==> config.mk <==
export PLATFORM = sky130hd
export DESIGN_NAME = io_bridge_top
export DESIGN_NICKNAME = d
export VERILOG_FILES = /design/src/common/io_bridge_pkg.sv /design/src/hw/io_cmd_fifo.sv /design/src/io_decoder/io_decoder.sv /design/src/io_decoder/io_link_tx.sv /design/src/hw/io_bridge_top.sv
export VERILOG_INCLUDE_DIRS = /design/src /design/src/common
export SDC_FILE = /design/constraint.sdc
export NUM_CORES = 1
export LEC_CHECK = 0
export BUFFER_PORTS_ARGS = -buffer_cell sky130_fd_sc_hd__clkbuf_2
export CAP_MARGIN = 25
export CORE_UTILIZATION = 60
export CTS_CLUSTER_SIZE = 28
export DETAILED_ROUTE_END_ITERATION = 8
export GPL_TIMING_DRIVEN = 0
export PLACE_DENSITY = 0.79
export SKIP_LAST_GASP = 1
export SYNTH_ARGS = -nofsm -noshare
export SYNTH_HDL_FRONTEND = slang
export SYNTH_HIERARCHICAL = 1
export SYNTH_SLANG_ARGS = --single-unit
==> constraint.sdc <==
create_clock -name clk_i -period 4.9 [get_ports clk_i]
set_clock_uncertainty 0.15 [all_clocks]
set_input_delay 0.735 -clock clk_i [delete_from_list [all_inputs] [get_ports clk_i]]
set_output_delay 0.735 -clock clk_i [all_outputs]
set_load 0.005 [all_outputs]
==> src/common/io_bridge_defines.svh <==
`ifndef IO_BRIDGE_DEFINES_SVH
`define IO_BRIDGE_DEFINES_SVH

// Physical address width of a command
`define IO_ADDR_WIDTH 40

// Data width carried by a command
`define IO_DATA_WIDTH 64

// Width of one packed word on the off-chip link
`define IO_LINK_WORD_WIDTH 32

// Requester id width
`define IO_LCE_ID_WIDTH 4

// Default number of entries in the command FIFO
`define IO_CMD_FIFO_DEPTH 4

`endif

==> src/common/io_bridge_pkg.sv <==
`include "io_bridge_defines.svh"

package io_bridge_pkg;

	// Memory message types seen on the command interface
	typedef enum logic [2:0] {
		e_io_uc_rd = 3'b000,
		e_io_uc_wr = 3'b001,
		e_io_rd    = 3'b010,
		e_io_wr    = 3'b011,
		e_io_pre   = 3'b100
	} io_msg_type_e;

	typedef logic [`IO_ADDR_WIDTH-1:0] io_addr_t;

	typedef logic [`IO_DATA_WIDTH-1:0] io_data_t;

	// Encoded access size
	typedef logic [2:0] io_size_t;

	typedef logic [`IO_LCE_ID_WIDTH-1:0] io_lce_id_t;

	// One word as it is sent over the link
	typedef logic [`IO_LINK_WORD_WIDTH-1:0] io_link_word_t;

	typedef logic [7:0] io_link_byte_t;

	// Command header, 50 bits
	typedef struct packed {
		io_msg_type_e msg_type;
		io_size_t     size;
		io_lce_id_t   lce_id;
		io_addr_t     addr;
	} io_cmd_header_s;

	// Full command, 114 bits
	typedef struct packed {
		io_cmd_header_s header;
		io_data_t       data;
	} io_cmd_s;

	// Response mirrors the command layout
	typedef struct packed {
		io_cmd_header_s header;
		io_data_t       data;
	} io_resp_s;

endpackage

==> src/hw/io_cmd_fifo.sv <==
module io_cmd_fifo
	import io_bridge_pkg::*;
	#(parameter depth_p = 2)
	( input                 clk_i
	, input                 reset_i

	, input  io_cmd_s       cmd_i
	, input                 v_i
	, output logic          ready_o

	, output io_cmd_s       cmd_o
	, output logic          v_o
	, input                 yumi_i
	);

	localparam ptr_width_lp = (depth_p > 1) ? $clog2(depth_p) : 1;
	localparam count_width_lp = $clog2(depth_p + 1);

	io_cmd_s mem_r [depth_p];

	logic [ptr_width_lp-1:0] wr_ptr_r;
	logic [ptr_width_lp-1:0] rd_ptr_r;
	logic [count_width_lp-1:0] count_r;

	logic wr_en;
	logic rd_en;

	assign ready_o = (count_r != count_width_lp'(depth_p));
	assign v_o     = (count_r != '0);
	assign cmd_o   = mem_r[rd_ptr_r];

	assign wr_en = v_i & ready_o;
	assign rd_en = yumi_i;

	// Storage array
	always_ff @(posedge clk_i) begin
		if (wr_en) begin
			mem_r[wr_ptr_r] <= cmd_i;
		end
	end

	// Pointers wrap at depth_p
	always_ff @(posedge clk_i) begin
		if (reset_i) begin
			wr_ptr_r <= '0;
			rd_ptr_r <= '0;
		end else begin
			if (wr_en) begin
				if (wr_ptr_r == ptr_width_lp'(depth_p - 1))
					wr_ptr_r <= '0;
				else
					wr_ptr_r <= wr_ptr_r + 1'b1;
			end
			if (rd_en) begin
				if (rd_ptr_r == ptr_width_lp'(depth_p - 1))
					rd_ptr_r <= '0;
				else
					rd_ptr_r <= rd_ptr_r + 1'b1;
			end
		end
	end

	// Occupancy, unchanged on simultaneous push and pop
	always_ff @(posedge clk_i) begin
		if (reset_i) begin
			count_r <= '0;
		end else if (wr_en & ~rd_en) begin
			count_r <= count_r + 1'b1;
		end else if (rd_en & ~wr_en) begin
			count_r <= count_r - 1'b1;
		end
	end

endmodule

==> src/io_decoder/io_decoder.sv <==
module io_decoder
	import io_bridge_pkg::*;
	( input                   clk_i
	, input                   reset_i

	, input  io_cmd_s         io_cmd_i
	, input                   io_cmd_v_i
	, output logic            io_cmd_ready_and_o

	, output io_resp_s        io_resp_o
	, output logic            io_resp_v_o
	, input                   io_resp_yumi_i

	, output io_link_word_t   data_o
	, output logic            v_o
	, input                   ready_i
	);

	io_cmd_header_s header_r;
	logic           resp_v_r;

	logic is_uc_wr;
	logic is_uc_rd;
	logic word_accept;

	// Classify the command at the head
	assign is_uc_wr = (io_cmd_i.header.msg_type == e_io_uc_wr);
	assign is_uc_rd = (io_cmd_i.header.msg_type == e_io_uc_rd);

	// Hold off while a response is still waiting
	assign io_cmd_ready_and_o = ready_i & ~resp_v_r;

	assign v_o = io_cmd_v_i & (is_uc_wr | is_uc_rd) & io_cmd_ready_and_o;

	assign word_accept = v_o & ready_i;

	// Write flag, low address bits, low data bits
	assign data_o = {is_uc_wr, io_cmd_i.header.addr[15:0], io_cmd_i.data[14:0]};

	// Header is captured only with a sent word
	always_ff @(posedge clk_i) begin
		if (word_accept) begin
			header_r <= io_cmd_i.header;
		end
	end

	// Response valid, set by a sent word and cleared by yumi
	always_ff @(posedge clk_i) begin
		if (reset_i) begin
			resp_v_r <= 1'b0;
		end else if (word_accept) begin
			resp_v_r <= 1'b1;
		end else if (io_resp_yumi_i) begin
			resp_v_r <= 1'b0;
		end
	end

	assign io_resp_v_o = resp_v_r;

	// No read data comes back from the link
	assign io_resp_o = '{header: header_r, data: '0};

endmodule

==> src/io_decoder/io_link_tx.sv <==
module io_link_tx
	import io_bridge_pkg::*;
	( input                   clk_i
	, input                   reset_i

	, input  io_link_word_t   word_i
	, input                   v_i
	, output logic            ready_o

	, output io_link_byte_t   link_data_o
	, output logic            link_v_o
	, input                   link_ready_i
	);

	localparam byte_width_lp = $bits(io_link_byte_t);
	localparam word_width_lp = $bits(io_link_word_t);
	localparam num_bytes_lp  = word_width_lp / byte_width_lp;
	localparam cnt_width_lp  = $clog2(num_bytes_lp);

	typedef enum logic {
		e_tx_idle,
		e_tx_send
	} tx_state_e;

	tx_state_e state_r;
	tx_state_e state_n;

	io_link_word_t             shift_r;
	logic [cnt_width_lp-1:0]   cnt_r;

	logic load;
	logic byte_sent;
	logic last_byte;

	assign ready_o  = (state_r == e_tx_idle);
	assign link_v_o = (state_r == e_tx_send);

	// MSB first
	assign link_data_o = shift_r[word_width_lp-1 -: byte_width_lp];

	assign load      = ready_o & v_i;
	assign byte_sent = link_v_o & link_ready_i;
	assign last_byte = (cnt_r == cnt_width_lp'(num_bytes_lp - 1));

	always_comb begin
		state_n = state_r;
		case (state_r)
			e_tx_idle: begin
				if (v_i)
					state_n = e_tx_send;
			end
			e_tx_send: begin
				if (byte_sent & last_byte)
					state_n = e_tx_idle;
			end
			default: state_n = e_tx_idle;
		endcase
	end

	always_ff @(posedge clk_i) begin
		if (reset_i) begin
			state_r <= e_tx_idle;
		end else begin
			state_r <= state_n;
		end
	end

	// Byte counter restarts with every new word
	always_ff @(posedge clk_i) begin
		if (reset_i) begin
			cnt_r <= '0;
		end else if (load) begin
			cnt_r <= '0;
		end else if (byte_sent) begin
			cnt_r <= cnt_r + 1'b1;
		end
	end

	always_ff @(posedge clk_i) begin
		if (load) begin
			shift_r <= word_i;
		end else if (byte_sent) begin
			shift_r <= shift_r << byte_width_lp;
		end
	end

endmodule

==> src/hw/io_bridge_top.sv <==
`include "io_bridge_defines.svh"

module io_bridge_top
	import io_bridge_pkg::*;
	( input                   clk_i
	, input                   reset_i

	, input  io_cmd_s         io_cmd_i
	, input                   io_cmd_v_i
	, output logic            io_cmd_ready_and_o

	, output io_resp_s        io_resp_o
	, output logic            io_resp_v_o
	, input                   io_resp_yumi_i

	, output io_link_byte_t   link_data_o
	, output logic            link_v_o
	, input                   link_ready_i
	);

	io_cmd_s       fifo_cmd;
	logic          fifo_v;
	logic          dec_ready;

	io_link_word_t link_word;
	logic          word_v;
	logic          tx_ready;

	io_cmd_fifo
		#(.depth_p(`IO_CMD_FIFO_DEPTH))
		cmd_fifo
		(.clk_i(clk_i)
		,.reset_i(reset_i)
		,.cmd_i(io_cmd_i)
		,.v_i(io_cmd_v_i)
		,.ready_o(io_cmd_ready_and_o)
		,.cmd_o(fifo_cmd)
		,.v_o(fifo_v)
		,.yumi_i(fifo_v & dec_ready)
		);

	io_decoder
		decoder
		(.clk_i(clk_i)
		,.reset_i(reset_i)
		,.io_cmd_i(fifo_cmd)
		,.io_cmd_v_i(fifo_v)
		,.io_cmd_ready_and_o(dec_ready)
		,.io_resp_o(io_resp_o)
		,.io_resp_v_o(io_resp_v_o)
		,.io_resp_yumi_i(io_resp_yumi_i)
		,.data_o(link_word)
		,.v_o(word_v)
		,.ready_i(tx_ready)
		);

	io_link_tx
		link_tx
		(.clk_i(clk_i)
		,.reset_i(reset_i)
		,.word_i(link_word)
		,.v_i(word_v)
		,.ready_o(tx_ready)
		,.link_data_o(link_data_o)
		,.link_v_o(link_v_o)
		,.link_ready_i(link_ready_i)
		);

endmodule

==> reports/qor.log, run 1 <==
[clock_network] total clock buffers created by CTS 35
[critical_path] Setup crit start kind register
[placement] # port buffers 130
[placement] total cell area at the placement stage 15200 um2
[clock_network] Sinks on Clock Net 355
[critical_path] highest cell delay on the worst timing path 770 ps
[drt] Routed wire per std cell 20.1 um
[critical_path] required time of the critical path 4870 ps
[grt] pin count of the biggest net entering global routing 40
[critical_path] worst setup path class reg -> reg
[placement] GPL Wtd Cong 0.732
[drt] number of nets with antenna violations after routing 0
[finish] Cell Count, Final, Fillers Out 1181
[pwr] pwr/cell area 538 nW/um2
[pwr] clock network fraction of total power 28.0%
[timing] setup repair after global routing missed its margin no
[placement] Placed Cells incl. Taps 1122
[drt] number of DRC markers in iteration 0 393
[floorplan] die area 23700 um2
[timing] final worst path period need 3490 ps
[pwr] standby leakage power 0.00603 uW
[timing] Max Freq 0.286 GHz
[pwr] combinational fraction of design power 24.7%
[placement] dpl hpwl 15200 um
[timing] Final Max Tran Viols 0
[drt] drt pass-1 iters 5
[critical_path] Worst path most repeated cell sky130_fd_sc_hd__buf_2
[critical_path] cell breakdown of the critical path buf_2 > buf_2 > buf_2 > mux4_2 > nor2_1 > and3_1 > mux2_2
[floorplan] chip width 154 um
[clock_network] Max H-tree Level 2
[grt] initial antenna violation count 2
[run_status] outcome completed
[floorplan] Initial Utilization 61.1%
[clock_network] CTS max path bufs 3
[finish] final core utilization 71.9%
[finish] most common cell after layout, fill and taps aside sky130_fd_sc_hd__edfxtp_1
[drt] overall routed net length 23700 um
[finish] signed area change from the synthesized netlist to the final layout 17.6%
[logic_synthesis] gate count of the mapped netlist 639
[critical_path] Worst Path Max Fanout 34
[critical_path] Register-to-Register Setup Slack 1410 ps
[pwr] maximum ir drop on the vdd rail 344 uV
[finish] Antenna diodes 0
[clock_network] post-CTS setup buffer count 0
[grt] All-Layer GR Usage 20.6%
[floorplan] overall die height 154 um
[worst_hold_path] hold crit path type in -> reg
[grt] via count of the first global-routing pass 6575
[pwr] switching fraction of total power 25.0%
[clock_network] Reg clk slew, reported paths 60 ps
[critical_path] arrival time worst endpoint 3460 ps
[clock_network] clock root buffer sky130_fd_sc_hd__clkbuf_16
[clock_network] clk_lat worst skew 500 ps
[logic_synthesis] summed instance area of the synthesized netlist 13800 um2
[clock_network] Gates resized, CTS repair 0
[flow_run] Maximum Capacitance Violations 0
[drt] overall via count from detail_route 6354
[timing] Worst Tran Pin Value 853 ps
[finish] fraction of final layout cells with drive strength greater than 1 45.0%
[floorplan] # rows 55
[finish] Design Area, Final 16300 um2
[floorplan] Core Area 22600 um2
[finish] net count of the finished layout 1001
[pwr] internal power 6570 uW
[logic_synthesis] per-instance average area after synthesis 21.7 um2
[clock_network] hold buffers post-CTS 0
[timing] Final Cycle Share 71.3%
[critical_path] slowest stage cell, crit path sky130_fd_sc_hd__mux2_2
[clock_network] TritonCTS clock tree built
[logic_synthesis] Ys Warns 6
[floorplan] number of I/O pins 244
[timing] final hold slack 306 ps
[drt] Via density 5.38
[timing] Final Hold Viols 0
[timing] relative slew slack 43.1%
[drt] detailed-route DRC error count 0
[grt] first-pass GRT wire length 36200 um
[timing] number of setup violations in the final report 0
[timing] Fin Setup TNS 0 ps
[critical_path] element type at the critical path end register
[finish] most frequent cells in the layout sky130_fd_sc_hd__edfxtp_1, sky130_fd_sc_hd__clkbuf_2, sky130_fd_sc_hd__buf_4
[pwr] net switching power 2190 uW
[grt] global-route congestion overflow total 0
[pwr] sequential fraction of design power 47.3%
-- sequential cells by signal, summed over array words and instances (netlist names), named ones only --
name,flops
link_tx/link_v_o,1
link_tx/cnt_r,2
cmd_fifo/count_r,3
cmd_fifo/rd_ptr_r,2
cmd_fifo/mem_r,260
cmd_fifo/wr_ptr_r,2
link_tx/shift_r,32
decoder/io_resp_v_o,1
decoder/io_resp_o,50
-- layer usage --
layer / routed length (um) / track usage [%] / up-vias / share of wire [%]
met5: 12 / 0 / - / 0.051
met4: 425 / 6.19 / 2 / 1.8
li1: - / - / 2836 / -
met3: 1720 / 4.85 / 35 / 7.3
met2: 12200 / 35.6 / 277 / 51
met1: 9350 / 26.0 / 3204 / 39
-- critical path, delay by kind of cell, from the launching register on --
family,cells,cell delay (ps)
flip-flops,1,310
multiplexers,2,1130
buffers and inverters,3,720
AND/OR/NAND/NOR,2,780
-- worst paths after layout --
kind | from | end | depth (start not counted)
max reg2reg | register | link_tx/shift_r[11] | 7
min | io_cmd_i[94] | cmd_fifo/mem_r[0][94] | 1
min reg2reg | link_tx/cnt_r[0] | link_tx/cnt_r[0] | 1
max | register | link_tx/shift_r[11] | 7
-- layout make-up --
cell class                      count  area, um2
Timing Repair Buffer              135        781
Clock buffer                       49        971
Tap cell                          285        357
Inverter                            6       22.5
Multi-Input combinational cell    213       2530
Fill cell                        1330       6360
Buffer                            128       1010
Sequential cell                   355      10500
Clock inverter                     10       75.1
-- power groups by stage --
stage               clock [uW]  combinational (uW)  sequential [uW]
floorplan                    0                1540             4170
global placement             0                2050             4210
detailed placement           0                2180             4200
CTS                       2490                2190             4150
global route              2600                2320             4180
finish                    2450                2160             4140
-- through the flow --
stage | worst slack [ps] | power [uW]
6_report | 1410 | 8760
2_1_floorplan | 1700 | 5710
3_5_place_dp | 1410 | 6380
4_1_cts | 1370 | 8830
5_1_grt | 1240 | 9100
3_3_place_gp | 352 | 6260
Power figures use the tool's default switching activity.
==> run 2, diff against run 1 <==
--- a/config.mk
+++ b/config.mk
@@ -8,11 +8,11 @@
 export LEC_CHECK = 0
 export BUFFER_PORTS_ARGS = -buffer_cell sky130_fd_sc_hd__clkbuf_2
 export CAP_MARGIN = 25
-export CORE_UTILIZATION = 60
+export CORE_UTILIZATION = 54
 export CTS_CLUSTER_SIZE = 28
 export DETAILED_ROUTE_END_ITERATION = 8
 export GPL_TIMING_DRIVEN = 0
-export PLACE_DENSITY = 0.79
+export PLACE_DENSITY = 0.75
 export SKIP_LAST_GASP = 1
 export SYNTH_ARGS = -nofsm -noshare
 export SYNTH_HDL_FRONTEND = slang
==> constraint.sdc (replaced) <==
create_clock -name clk_i -period 2.95 [get_ports clk_i]
set_clock_uncertainty 0.15 [all_clocks]
set_input_delay 0.4425 -clock clk_i [delete_from_list [all_inputs] [get_ports clk_i]]
set_output_delay 0.4425 -clock clk_i [all_outputs]
set_load 0.005 [all_outputs]
==> reports/qor.log, run 2 (synthesis results as in run 1) <==
[run_status] outcome completed
[timing] Final Cycle Share 94.1% [+23 points]
[drt] Routed wire per std cell 18.5 um [-8.0%]
[pwr] combinational fraction of design power 24.6% [about the same]
[grt] via count of the first global-routing pass 6581 [+0.091%]
[drt] Via density 4.98 [-7.4%]
[finish] signed area change from the synthesized netlist to the final layout 22.8%
[placement] # port buffers 130 [unchanged]
[finish] Seq. cell area 10500 um2 [unchanged]
[timing] number of setup violations in the final report 0 [unchanged]
[pwr] clock network fraction of total power 29.5% [+1.5 points]
[critical_path] Worst Path Max Fanout 18 [-47%]
[clock_network] clk_lat worst skew 510 ps [about the same]
[timing] Worst Tran Pin Value 637 ps [-216 ps]
[floorplan] Initial Utilization 54.9% [-6.2 points]
[grt] initial antenna violation count 1 [-1]
[finish] most frequent cells in the layout sky130_fd_sc_hd__edfxtp_1, sky130_fd_sc_hd__clkbuf_2, sky130_fd_sc_hd__buf_4
[drt] overall routed net length 23800 um [+0.41%]
[timing] relative slew slack 57.5% [+14 points]
[grt] global-route congestion overflow total 0 [unchanged]
[drt] drt pass-1 iters 7 [+2]
[floorplan] die area 26300 um2 [+11%]
[timing] Max Freq 0.360 GHz [+26%]
[critical_path] cell breakdown of the critical path buf_6 > buf_8 > mux4_2 > nor2_4 > and3_2 > nand2b_4 > buf_6 > buf_12 > mux2_4
[clock_network] clock root buffer sky130_fd_sc_hd__clkbuf_16
[timing] Final Max Tran Viols 0 [unchanged]
[clock_network] CTS max path bufs 3 [unchanged]
[floorplan] # rows 58 [+5.5%]
[clock_network] Max H-tree Level 2 [unchanged]
[finish] max reg flops 260 [unchanged]
[grt] All-Layer GR Usage 18.6% [-2.0 points]
[critical_path] Worst path most repeated cell sky130_fd_sc_hd__buf_6
[clock_network] total clock buffers created by CTS 37 [+5.7%]
[drt] overall via count from detail_route 6425 [+1.1%]
[floorplan] Core Area 25200 um2 [+11%]
[pwr] net switching power 3720 uW [+70%]
[timing] setup repair after global routing missed its margin no
[timing] Fin Setup TNS 0 ps [unchanged]
[timing] final worst path period need 2780 ps [-717 ps]
[pwr] maximum ir drop on the vdd rail 615 uV [+79%]
[pwr] switching fraction of total power 24.9% [-0.042 points]
[clock_network] Sinks on Clock Net 355 [unchanged]
[placement] dpl hpwl 14300 um [-6.0%]
[timing] setup ws final 173 ps [-1230 ps]
[critical_path] arrival time worst endpoint 2880 ps [-580 ps]
[critical_path] highest cell delay on the worst timing path 580 ps [-190 ps]
[floorplan] number of I/O pins 244 [unchanged]
[finish] Fillers 1606 [+21%]
[worst_hold_path] hold crit path type in -> reg
[finish] most common cell after layout, fill and taps aside sky130_fd_sc_hd__edfxtp_1
[finish] net count of the finished layout 1057 [+5.6%]
[pwr] internal power 11200 uW [+71%]
[floorplan] chip width 162 um [+5.3%]
[drt] number of DRC markers in iteration 0 363 [-7.6%]
[clock_network] Reg clk slew, reported paths 60 ps [about the same]
[pwr] pwr/cell area 879 nW/um2 [+63%]
[grt] first-pass GRT wire length 36200 um [+0.15%]
[timing] final hold slack 17.1 ps [-289 ps]
[finish] fraction of final layout cells with drive strength greater than 1 43.2% [-1.8 points]
[pwr] sequential fraction of design power 45.9% [-1.4 points]
[grt] pin count of the biggest net entering global routing 43 [+7.5%]
[timing] Final Hold Viols 0 [unchanged]
[critical_path] element type at the critical path end register
[drt] detailed-route DRC error count 0 [unchanged]
[drt] number of nets with antenna violations after routing 0 [unchanged]
[placement] GPL Wtd Cong 0.722 [-1.4%]
[finish] largest register by flop count cmd_fifo/mem_r
[finish] area occupied by multi-input gates 2560 um2 [+0.94%]
[critical_path] worst setup path class reg -> reg
[critical_path] Setup crit start kind register
[pwr] standby leakage power 0.00631 uW [+4.6%]
[clock_network] TritonCTS clock tree built
[flow_run] Maximum Capacitance Violations 0 [unchanged]
[critical_path] slowest stage cell, crit path sky130_fd_sc_hd__mux4_2
[critical_path] required time of the critical path 3060 ps [-1810 ps]
[floorplan] overall die height 162 um [+5.3%]
[placement] worst slack at placement -585 ps [-2000 ps]
run 2: changes by cell type in the layout (fill, tap and decap cells not counted), moves of 2 or more:
cell                            change
sky130_fd_sc_hd__dlygate4sd3_1     +53
sky130_fd_sc_hd__clkbuf_1           -9
sky130_fd_sc_hd__clkinv_1           +9
sky130_fd_sc_hd__buf_4              +3
sky130_fd_sc_hd__buf_12             +2
sky130_fd_sc_hd__buf_16             -2
sky130_fd_sc_hd__buf_2              -2
sky130_fd_sc_hd__clkbuf_16          +2
sky130_fd_sc_hd__clkbuf_8           +2
sky130_fd_sc_hd__diode_2            +2
run 2: worst paths after layout:
path	startpoint	end	slack [ps]	depth (start not counted)
worst max-delay path	register	link_tx/shift_r[21]	170	9
worst min-delay path	io_cmd_i[69]	cmd_fifo/mem_r[3][69]	20	1
worst max register to register	register	link_tx/shift_r[21]	170	9
worst min register to register	link_tx/cnt_r[0]	link_tx/cnt_r[0]	340	1
run 2: per-stage QoR:
stage                     util (%)  std cells  cell area [um2]  power [uW]
after floorplan                  -        702            14100        9480
after global placement        60.1       1162            15100       10400
after detailed placement      60.6       1167            15300       10500
after CTS                     67.5       1286            17000       15100
after global routing          67.5       1287            17000       15600
final                         67.5       1289            17000       14900
run 2: per-layer routing:
metal	vias up	part of all wire, %	track usage (%)
met3	42	6.8	3.75
met2	234	50	32.1
met4	0	1.9	5.75
li1	2957	-	-
met5	-	0	0
met1	3192	41	23.8
run 2: layout make-up:
type | count | share of cell area [%]
well taps | 330 | 2.43
diodes | 2 | 0.0294
clock buffers | 44 | 5.97
flip-flops and latches | 355 | 62.0
plain buffers | 126 | 5.82
multi-input cells | 214 | 15.1
inverters | 6 | 0.133
clock inverters | 22 | 0.891
repair buffers | 190 | 7.72
run 2: what timing repair did:
action	CTS	global route
setup endpoints to repair	116	53
pin swaps	0	1
gates cloned	0	1
hold endpoints to repair	202	0
setup buffers	0	2
hold buffers	53	0
resized for setup	6	0
run 2: power groups by stage:
stage / registers (uW) / clock network [uW] / logic [uW]
5_1_grt: 6910 / 4690 / 3990
6_report: 6850 / 4410 / 3670
4_1_cts: 6850 / 4510 / 3700
3_3_place_gp: 6980 / 0 / 3460
2_1_floorplan: 6930 / 0 / 2560
3_5_place_dp: 6950 / 0 / 3600
run 2: critical path: cells and delay by family, from the launching register on:
kind / cells / cell delay [ps]
flops: 1 / 330
simple gates: 3 / 520
buf+inv: 4 / 640
mux: 2 / 880
